--- src/include/dlx_config.svh ---
`ifndef DLX_CONFIG_SVH
`define DLX_CONFIG_SVH

// Datapath and register width
`define DLX_XLEN 32

// Register file depth
`define DLX_REG_COUNT 32

`endif
--- src/logic/dlx_pkg.sv ---
package dlx_pkg;

	// Major opcode, bits 31:26
	typedef enum logic [5:0] {
		R_TYPE = 6'h00,
		ADDI   = 6'h08,
		SUBI   = 6'h0a,
		ANDI   = 6'h0c,
		ORI    = 6'h0d,
		XORI   = 6'h0e,
		SLLI   = 6'h14,
		SRLI   = 6'h16,
		SRAI   = 6'h17,
		SEQI   = 6'h18,
		SNEI   = 6'h19,
		SLTI   = 6'h1a,
		SGTI   = 6'h1b,
		SLEI   = 6'h1c,
		SGEI   = 6'h1d
	} dlx_opcode_e;

	// ALU function codes, same values as the R-type func field
	typedef enum logic [5:0] {
		ALU_SLL = 6'h04,
		ALU_SRL = 6'h06,
		ALU_SRA = 6'h07, // Low two bits double as shift kind
		ALU_ADD = 6'h20,
		ALU_SUB = 6'h22,
		ALU_AND = 6'h24,
		ALU_OR  = 6'h25,
		ALU_XOR = 6'h26,
		ALU_SEQ = 6'h28,
		ALU_SNE = 6'h29,
		ALU_SLT = 6'h2a,
		ALU_SGT = 6'h2b,
		ALU_SLE = 6'h2c,
		ALU_SGE = 6'h2d
	} alu_func_e;

	typedef struct packed {
		dlx_opcode_e opcode;
		logic [4:0] rs1;
		logic [4:0] rs2;
		logic [4:0] rd;
		logic [4:0] shamt;
		logic [5:0] func;
	} dlx_r_view_t;

	// Destination moves up to bits 20:16 here
	typedef struct packed {
		dlx_opcode_e opcode;
		logic [4:0] rs1;
		logic [4:0] rd;
		logic [15:0] imm16;
	} dlx_i_view_t;

	typedef union packed {
		dlx_r_view_t r_view;
		dlx_i_view_t i_view;
	} dlx_instr_u;

endpackage

--- src/logic/rf_port_if.sv ---
`include "dlx_config.svh"

interface rf_port_if;
	localparam int ADDR_W = $clog2(`DLX_REG_COUNT);

	logic [ADDR_W-1:0] rd_addr_a;
	logic [ADDR_W-1:0] rd_addr_b;
	logic [`DLX_XLEN-1:0] rd_data_a;
	logic [`DLX_XLEN-1:0] rd_data_b;
	logic wr_en;
	logic [ADDR_W-1:0] wr_addr;
	logic [`DLX_XLEN-1:0] wr_data;

	// Execute side
	modport user (output rd_addr_a, rd_addr_b, wr_en, wr_addr, wr_data,
		input rd_data_a, rd_data_b);

	modport bank (input rd_addr_a, rd_addr_b, wr_en, wr_addr, wr_data,
		output rd_data_a, rd_data_b);
endinterface

--- src/logic/dlx_exec_top.sv ---
`include "dlx_config.svh"

module dlx_exec_top (
	input logic clk,
	input logic reset,
	input logic instr_req,
	input logic [31:0] instr,
	output logic instr_ack,
	output logic [`DLX_XLEN-1:0] result,
	output logic illegal
);

	dlx_pkg::dlx_instr_u captured;
	dlx_pkg::alu_func_e alu_func;
	logic [`DLX_XLEN-1:0] operand_b;
	logic [`DLX_XLEN-1:0] alu_result;
	logic op_illegal;

	rf_port_if rf ();

	exec_control control_i (
		.clk(clk),
		.reset(reset),
		.instr_req(instr_req),
		.instr(instr),
		.instr_ack(instr_ack),
		.result(result),
		.illegal(illegal),
		.captured(captured),
		.alu_result(alu_result),
		.op_illegal(op_illegal),
		.rf(rf.user)
	);

	reg_file regs_i (
		.clk(clk),
		.reset(reset),
		.rf(rf.bank)
	);

	operand_select select_i (
		.captured(captured),
		.rs2_data(rf.rd_data_b),
		.alu_func(alu_func),
		.operand_b(operand_b),
		.op_illegal(op_illegal)
	);

	// A comes straight off read port a
	alu_32 alu_i (
		.a(rf.rd_data_a),
		.b(operand_b),
		.func(alu_func),
		.out(alu_result)
	);
endmodule

--- src/logic/exec_control.sv ---
`include "dlx_config.svh"

module exec_control (
	input logic clk,
	input logic reset,
	input logic instr_req,
	input dlx_pkg::dlx_instr_u instr,
	output logic instr_ack,
	output logic [`DLX_XLEN-1:0] result,
	output logic illegal,
	output dlx_pkg::dlx_instr_u captured,
	input logic [`DLX_XLEN-1:0] alu_result,
	input logic op_illegal,
	rf_port_if.user rf
);

	localparam logic [1:0] ST_IDLE = 2'd0;
	localparam logic [1:0] ST_EXECUTE = 2'd1;
	localparam logic [1:0] ST_ACK = 2'd2;

	logic [1:0] state;
	logic is_r_type;

	always_ff @(posedge clk) begin
		if (reset) begin
			state <= ST_IDLE;
			result <= '0;
			illegal <= 1'b0;
		end else begin
			case (state)
				ST_IDLE: begin
					if (instr_req)
						state <= ST_EXECUTE;
				end
				ST_EXECUTE: begin
					// Operands settled during this cycle
					state <= ST_ACK;
					result <= alu_result;
					illegal <= op_illegal;
				end
				ST_ACK: begin
					if (!instr_req) // Four-phase return to zero
						state <= ST_IDLE;
				end
				default: state <= ST_IDLE;
			endcase
		end
	end

	// Instruction word only loads on an accepted request
	always_ff @(posedge clk) begin
		if (state == ST_IDLE && instr_req)
			captured <= instr;
	end

	assign instr_ack = (state == ST_ACK);

	assign is_r_type = (captured.r_view.opcode == dlx_pkg::R_TYPE);

	// Source fields sit in the same place in both views
	assign rf.rd_addr_a = captured.r_view.rs1;
	assign rf.rd_addr_b = captured.r_view.rs2;
	assign rf.wr_addr = is_r_type ? captured.r_view.rd : captured.i_view.rd;
	assign rf.wr_data = alu_result;
	assign rf.wr_en = (state == ST_EXECUTE) && !op_illegal; // One-cycle pulse
endmodule

--- src/logic/reg_file.sv ---
`include "dlx_config.svh"

module reg_file (
	input logic clk,
	input logic reset,
	rf_port_if.bank rf
);

	logic [`DLX_XLEN-1:0] regs [`DLX_REG_COUNT];

	always_ff @(posedge clk) begin
		if (reset) begin
			for (int i = 0; i < `DLX_REG_COUNT; i++)
				regs[i] <= '0;
		end else if (rf.wr_en && rf.wr_addr != '0) begin
			regs[rf.wr_addr] <= rf.wr_data; // r0 keeps its reset zero
		end
	end

	// Combinational reads
	assign rf.rd_data_a = regs[rf.rd_addr_a];
	assign rf.rd_data_b = regs[rf.rd_addr_b];
endmodule

--- src/logic/operand_select.sv ---
`include "dlx_config.svh"

module operand_select (
	input dlx_pkg::dlx_instr_u captured,
	input logic [`DLX_XLEN-1:0] rs2_data,
	output dlx_pkg::alu_func_e alu_func,
	output logic [`DLX_XLEN-1:0] operand_b,
	output logic op_illegal
);

	logic [`DLX_XLEN-1:0] imm_zext;
	logic [`DLX_XLEN-1:0] imm_sext;

	assign imm_zext = {{(`DLX_XLEN-16){1'b0}}, captured.i_view.imm16};
	assign imm_sext = {{(`DLX_XLEN-16){captured.i_view.imm16[15]}}, captured.i_view.imm16};

	always_comb begin
		alu_func = dlx_pkg::ALU_ADD;
		operand_b = imm_sext; // Most I-types sign extend
		op_illegal = 1'b0;
		case (captured.i_view.opcode)
			dlx_pkg::R_TYPE: begin
				operand_b = rs2_data;
				case (captured.r_view.func)
					dlx_pkg::ALU_SLL, dlx_pkg::ALU_SRL, dlx_pkg::ALU_SRA,
					dlx_pkg::ALU_ADD, dlx_pkg::ALU_SUB,
					dlx_pkg::ALU_AND, dlx_pkg::ALU_OR, dlx_pkg::ALU_XOR,
					dlx_pkg::ALU_SEQ, dlx_pkg::ALU_SNE, dlx_pkg::ALU_SLT,
					dlx_pkg::ALU_SGT, dlx_pkg::ALU_SLE, dlx_pkg::ALU_SGE:
						alu_func = dlx_pkg::alu_func_e'(captured.r_view.func);
					default: op_illegal = 1'b1;
				endcase
			end
			dlx_pkg::ADDI: alu_func = dlx_pkg::ALU_ADD;
			dlx_pkg::SUBI: alu_func = dlx_pkg::ALU_SUB;
			// Logic immediates take the raw 16 bits
			dlx_pkg::ANDI: begin
				alu_func = dlx_pkg::ALU_AND;
				operand_b = imm_zext;
			end
			dlx_pkg::ORI: begin
				alu_func = dlx_pkg::ALU_OR;
				operand_b = imm_zext;
			end
			dlx_pkg::XORI: begin
				alu_func = dlx_pkg::ALU_XOR;
				operand_b = imm_zext;
			end
			dlx_pkg::SLLI: alu_func = dlx_pkg::ALU_SLL; // Only low five bits reach shifter
			dlx_pkg::SRLI: alu_func = dlx_pkg::ALU_SRL;
			dlx_pkg::SRAI: alu_func = dlx_pkg::ALU_SRA;
			dlx_pkg::SEQI: alu_func = dlx_pkg::ALU_SEQ;
			dlx_pkg::SNEI: alu_func = dlx_pkg::ALU_SNE;
			dlx_pkg::SLTI: alu_func = dlx_pkg::ALU_SLT;
			dlx_pkg::SGTI: alu_func = dlx_pkg::ALU_SGT;
			dlx_pkg::SLEI: alu_func = dlx_pkg::ALU_SLE;
			dlx_pkg::SGEI: alu_func = dlx_pkg::ALU_SGE;
			default: op_illegal = 1'b1;
		endcase
	end
endmodule

--- src/logic/alu_32.sv ---
`include "dlx_config.svh"

module alu_32 (
	input logic [`DLX_XLEN-1:0] a,
	input logic [`DLX_XLEN-1:0] b,
	input dlx_pkg::alu_func_e func,
	output logic [`DLX_XLEN-1:0] out
);

	localparam int XLEN = `DLX_XLEN;

	logic is_add;
	logic c_in;
	logic [XLEN-1:0] b_adder;
	logic [XLEN-1:0] sum;
	logic [XLEN-1:0] shift_out;
	logic overflow;
	logic zero;
	logic less;

	// Everything except ADD runs through the subtractor
	assign is_add = (func == dlx_pkg::ALU_ADD);
	assign b_adder = is_add ? b : ~b;
	assign c_in = ~is_add;
	assign sum = a + b_adder + {{(XLEN-1){1'b0}}, c_in};

	// Two's complement overflow of a - b
	assign overflow = (a[XLEN-1] == b_adder[XLEN-1]) && (sum[XLEN-1] != a[XLEN-1]);
	assign zero = (sum == '0);
	assign less = sum[XLEN-1] ^ overflow; // Signed a < b

	barrel_shifter shifter_i (
		.value(a),
		.amount(b[4:0]),
		.kind(func[1:0]),
		.shifted(shift_out)
	);

	always_comb begin
		case (func)
			dlx_pkg::ALU_SLL,
			dlx_pkg::ALU_SRL,
			dlx_pkg::ALU_SRA: out = shift_out;
			dlx_pkg::ALU_ADD,
			dlx_pkg::ALU_SUB: out = sum;
			dlx_pkg::ALU_AND: out = a & b;
			dlx_pkg::ALU_OR: out = a | b;
			dlx_pkg::ALU_XOR: out = a ^ b;
			dlx_pkg::ALU_SEQ: out = XLEN'(zero);
			dlx_pkg::ALU_SNE: out = XLEN'(!zero);
			dlx_pkg::ALU_SLT: out = XLEN'(less);
			dlx_pkg::ALU_SGT: out = XLEN'(!less && !zero);
			dlx_pkg::ALU_SLE: out = XLEN'(less || zero);
			dlx_pkg::ALU_SGE: out = XLEN'(!less);
			default: out = sum;
		endcase
	end
endmodule

--- src/logic/barrel_shifter.sv ---
`include "dlx_config.svh"

module barrel_shifter (
	input logic [`DLX_XLEN-1:0] value,
	input logic [4:0] amount,
	input logic [1:0] kind, // 00 left, 10 logical right, 11 arithmetic right
	output logic [`DLX_XLEN-1:0] shifted
);

	localparam int XLEN = `DLX_XLEN;

	logic fill;
	logic [XLEN-1:0] stage [6];

	assign fill = kind[0] & value[XLEN-1];
	assign stage[0] = value;

	// Stage i moves by 2**i
	for (genvar i = 0; i < 5; i++) begin : g_stage
		localparam int STEP = 1 << i;
		logic [XLEN-1:0] moved;

		assign moved = kind[1] ? {{STEP{fill}}, stage[i][XLEN-1:STEP]}
			: {stage[i][XLEN-1-STEP:0], {STEP{1'b0}}};
		assign stage[i+1] = amount[i] ? moved : stage[i];
	end

	assign shifted = stage[5];
endmodule

--- config.mk ---
export PLATFORM = sky130hd
export DESIGN_NAME = dlx_exec_top
export DESIGN_NICKNAME = d
export VERILOG_FILES = /design/src/logic/dlx_pkg.sv /design/src/logic/rf_port_if.sv /design/src/logic/dlx_exec_top.sv /design/src/logic/exec_control.sv /design/src/logic/reg_file.sv /design/src/logic/operand_select.sv /design/src/logic/alu_32.sv /design/src/logic/barrel_shifter.sv
export VERILOG_INCLUDE_DIRS = /design/src /design/src/include
export SDC_FILE = /design/constraint.sdc
export NUM_CORES = 2
export LEC_CHECK = 0
export BUFFER_PORTS_ARGS = -buffer_cell sky130_fd_sc_hd__clkbuf_2
export CAP_MARGIN = 15
export CORE_MARGIN = 5
export CORE_UTILIZATION = 35
export CTS_BUF_LIST = sky130_fd_sc_hd__clkbuf_4
export DETAILED_ROUTE_END_ITERATION = 10
export PLACE_DENSITY = 0.53
export SLEW_MARGIN = 20
export SYNTH_ARGS = -nofsm -noshare
export SYNTH_HDL_FRONTEND = slang
export SYNTH_SLANG_ARGS = --single-unit
--- constraint.sdc ---
create_clock -name clk -period 10.2 [get_ports clk]
set_clock_uncertainty 0.1 [all_clocks]
set_input_delay 2.55 -clock clk [delete_from_list [all_inputs] [get_ports clk]]
set_output_delay 2.55 -clock clk [all_outputs]
set_load 0.01 [all_outputs]
==> impl_results.md <==
- Arrival time worst endpoint: 9.67 ns
- Slew at the pin closest to its max-slew limit: 1.190 ns
- Most used standard cells in the synthesized netlist: 1100 x sky130_fd_sc_hd__nor2_1, 1056 x sky130_fd_sc_hd__edfxtp_1, 524 x sky130_fd_sc_hd__mux4_2, 299 x sky130_fd_sc_hd__clkbuf_1, 200 x sky130_fd_sc_hd__a21oi_1
- Fillers: roughly 18000
- Post-route cell area: 71230 sq um
- Dominant synthesized flop cell: sky130_fd_sc_hd__edfxtp_1
- Clk Latency, worst-skew pair: between 1 and 1.5 ns
- Switching part of the total: 38.86%
- Via count of the first global-routing pass: between 40000 and 50000
- Initial Utilization: a little over a third
- Count of cells along the worst register-to-register path: 22
- Global route overflow: 0
- Synth top area share: 49.28%
- Count of endpoints failing hold in the final timing report: 0
- Part of the power in the clock network: approximately 29%
- Count of standard-cell rows: between 150 and 200
- Initial DRT Pass Iterations: 6
- Top-count cell post-synth: sky130_fd_sc_hd__nor2_1
- Highest routed metal layer: met5
- Post-synthesis cell type with the largest combined area: sky130_fd_sc_hd__edfxtp_1
- Share of the core filled with cells: between 30% and 40%
- Maximum number of pins on one net before global-route repair: about 130
- Number of antenna violations at the first check in global routing: 12
- Antenna Violating Nets Remaining: 0
- 1st-iter DRT viols: 7783
- Type of the setup path with the least slack: flip-flop to flip-flop
- Die Height: 438.8 um
- Setup repair after global routing missed its margin: no
- Hold depth: 1
- Combined area of all synthesized cells: 64350 sq um
- Sink Count: approximately 1100
- Number of distinct library cells after synthesis: ~110
- Cells after synthesis: a little over 5000
- Synthesized flop and latch total: between 1000 and 1500
- Placed Cells: ~7300
- Crit. End Element: flip-flop
- Proportion of power drawn by flip-flops and latches: 37.3%
- Run status: complete, no violations
- Met1 wire length: between 100 and 150 mm
- Hold WC Path Type: flip-flop to flip-flop
- Placed cell area: ~67000 sq um
- Worst slack at placement: between 1.5 and 2 ns
- CTS tree: done
- Data required, critical path: 11.15 ns
- Final Max Slew Viols: 0
- Static leakage power: ~25 nW
- Hold Buf Count CTS: 0
- Pwr Total: between 10 and 15 mW
- Share of final-layout standard cells stronger than drive strength 1: between 20% and 30%
- Standard cell core area: 183100 sq um
- Clock Tree Root: sky130_fd_sc_hd__clkbuf_4
- P per Cell Area: between 150 and 200 nW/um^2
- Via density per instance: 6.398
- Crit path time final: a little under 9 ns
- Routed length on met2: 127.9 mm
- Gr usage total: between 20% and 30%
- Sum of routed wire length over all layers: about 280 mm
- Fraction of registers with async set/reset: 0%
- Post-route worst setup slack: approximately 1.5 ns
- Post-route fraction of the period consumed by the critical path: roughly 86%
- Final setup violation count: 0
- Filler-free cell count of the finished design: around 8000
- Mean post-synth cell area: approximately 13 sq um
- Net count, final: 5330
- Maxcap violations: 0
- Kind of launch point of the worst setup path: flip-flop
- Die extent in x: roughly 440 um
- DRC errors left: 0
- Buffer levels on the longest clock path: 4
- Worst vdd rail ir drop: 0.0001893 V
- Count of vias placed by the detailed router: around 50000
- Final routed wire length divided by cell count: 36.06 um
- Cell internal pwr: between 8 and 9 mW
- DPL Wire Length: approximately 180 mm
- Wire length of the first global-routing pass: a little under 400 mm
- Buffers inserted during post-CTS setup optimization: 0
- Sum of negative setup slack: 0 ns
- Critical Path Fanout Max: 39
- Number of warnings issued by yosys: 0
- Met3 wirelength from detailed routing: around 33 mm
- Fraction of the yosys area taken by sequential cells: a little over 50%
- Achievable clock frequency: approximately 0.11 GHz
- Total Die Area: 192500 sq um
- # resized after CTS: 0
- Number of top-level pins: 69
- Clock-pin slew reported for the worst setup and hold paths after clock tree synthesis: approximately 0.070 ns
- Part of the total power dissipated in combinational logic: around a third
- Worst hold slack after final layout: around 0.33 ns
- CTS buffer count: ~320
- Total net switching power: 5.532 mW
- Area overhead of the layout relative to synthesis: 10.69%
- # H-tree levels: 5
- RD Place Congestion: about 1
- Number of port buffers: 68
- Relative slew margins: about a fifth
- Number of enable flip-flop cells after synthesis: approximately 1100
- Dominant cells by area after synthesis: sky130_fd_sc_hd__edfxtp_1 49%, sky130_fd_sc_hd__mux4_2 18%, sky130_fd_sc_hd__nor2_1 6.4%
[sequential cells by signal, indices dropped and copies added (netlist names), named ones only]
register	cells
control_i.state	2
control_i.illegal	1
control_i.result	32
control_i.captured	32
regs_i.regs	1024
[path summary, 6_finish.rpt]
path	from	end	slack, ns
hold / removal	control_i.captured[23]	flip-flop	0.33
setup / recovery	flip-flop	regs_i.regs[20][0]	1.48
setup reg to reg	flip-flop	regs_i.regs[20][0]	1.48
hold reg to reg	control_i.captured[23]	flip-flop	0.33
[area by class of cell]
| class | count | area, sq um | area share (%) |
|---|---|---|---|
| antenna | 14 | 35.03 | 0.04918 |
| clock buffer | 462 | 3468 | 4.869 |
| clock inverter | 66 | 364.1 | 0.5112 |
| inverter | 89 | 334.1 | 0.4690 |
| multi-input combinational | 3413 | 29300 | 41.14 |
| sequential | 1101 | 32650 | 45.84 |
| tap | 2464 | 3083 | 4.328 |
| timing repair buffer | 276 | 1992 | 2.797 |
[cell usage in the layout (no fill, tap or decap), drive strengths merged, types with 45 or more instances in the layout]
cell       n
buf      209
mux2i    136
a21oi    201
nand2    181
o21ai    186
clkbuf   529
dfxtp     45
nor3      79
nand2b    48
ha        94
edfxtp  1056
mux2      45
clkinv    56
inv       95
xnor2     46
nor2    1135
mux4     547
a211oi    61
[worst max-delay path: stages, from the launching register on]
cell and delay (ns):
sky130_fd_sc_hd__dfxtp_4 1.00, sky130_fd_sc_hd__buf_12 0.40, sky130_fd_sc_hd__mux4_2 0.56, sky130_fd_sc_hd__mux4_2 0.52
sky130_fd_sc_hd__mux2i_1 0.66, sky130_fd_sc_hd__nor2_1 0.09, sky130_fd_sc_hd__a21oi_1 0.47, sky130_fd_sc_hd__xnor2_1 0.13
sky130_fd_sc_hd__ha_1 0.43, sky130_fd_sc_hd__a2111oi_0 0.41, sky130_fd_sc_hd__o21ai_0 0.16, sky130_fd_sc_hd__a21oi_1 0.33
sky130_fd_sc_hd__o211ai_1 0.21, sky130_fd_sc_hd__a2111oi_0 0.69, sky130_fd_sc_hd__o31ai_1 0.21, sky130_fd_sc_hd__xor2_1 0.20
sky130_fd_sc_hd__o31ai_1 0.21, sky130_fd_sc_hd__a211oi_1 0.15, sky130_fd_sc_hd__a2111oi_4 0.37, sky130_fd_sc_hd__o41ai_2 0.16
sky130_fd_sc_hd__o21ai_4 0.30, sky130_fd_sc_hd__buf_4 0.50, sky130_fd_sc_hd__nor2_2 0.06
[logic make-up after synthesis]
logic type,Yosys count,synth area share (%)
flops,1101,50.68
fa+ha+maj,96,1.874
simple gates,1653,11.04
mux,728,22.18
xor+xnor,53,0.7214
buf+inv,598,4.538
compound gates,851,8.960
other cells,1,0.005828
[power by group through the flow]
| stage | clock network, mW | logic [mW] | registers [mW] |
|---|---|---|---|
| final | 4.15 | 4.78 | 5.31 |
| after global routing | 4.44 | 4.96 | 5.32 |
| after CTS | 4.19 | 4.67 | 5.30 |
| after detailed placement | 0 | 4.65 | 5.40 |
| after global placement | 0 | 4.65 | 5.39 |
| after floorplan | 0 | 2.96 | 5.28 |
[layer usage]
| metal | track usage [%] | vias to the layer above |
|---|---|---|
| li1 | - | 19910 |
| met1 | 37.17 | 25810 |
| met2 | 44.11 | 3900 |
| met3 | 7.540 | 822 |
| met4 | 17.01 | 2 |
| met5 | 0 | - |
(Power assumes the default switching activity.)
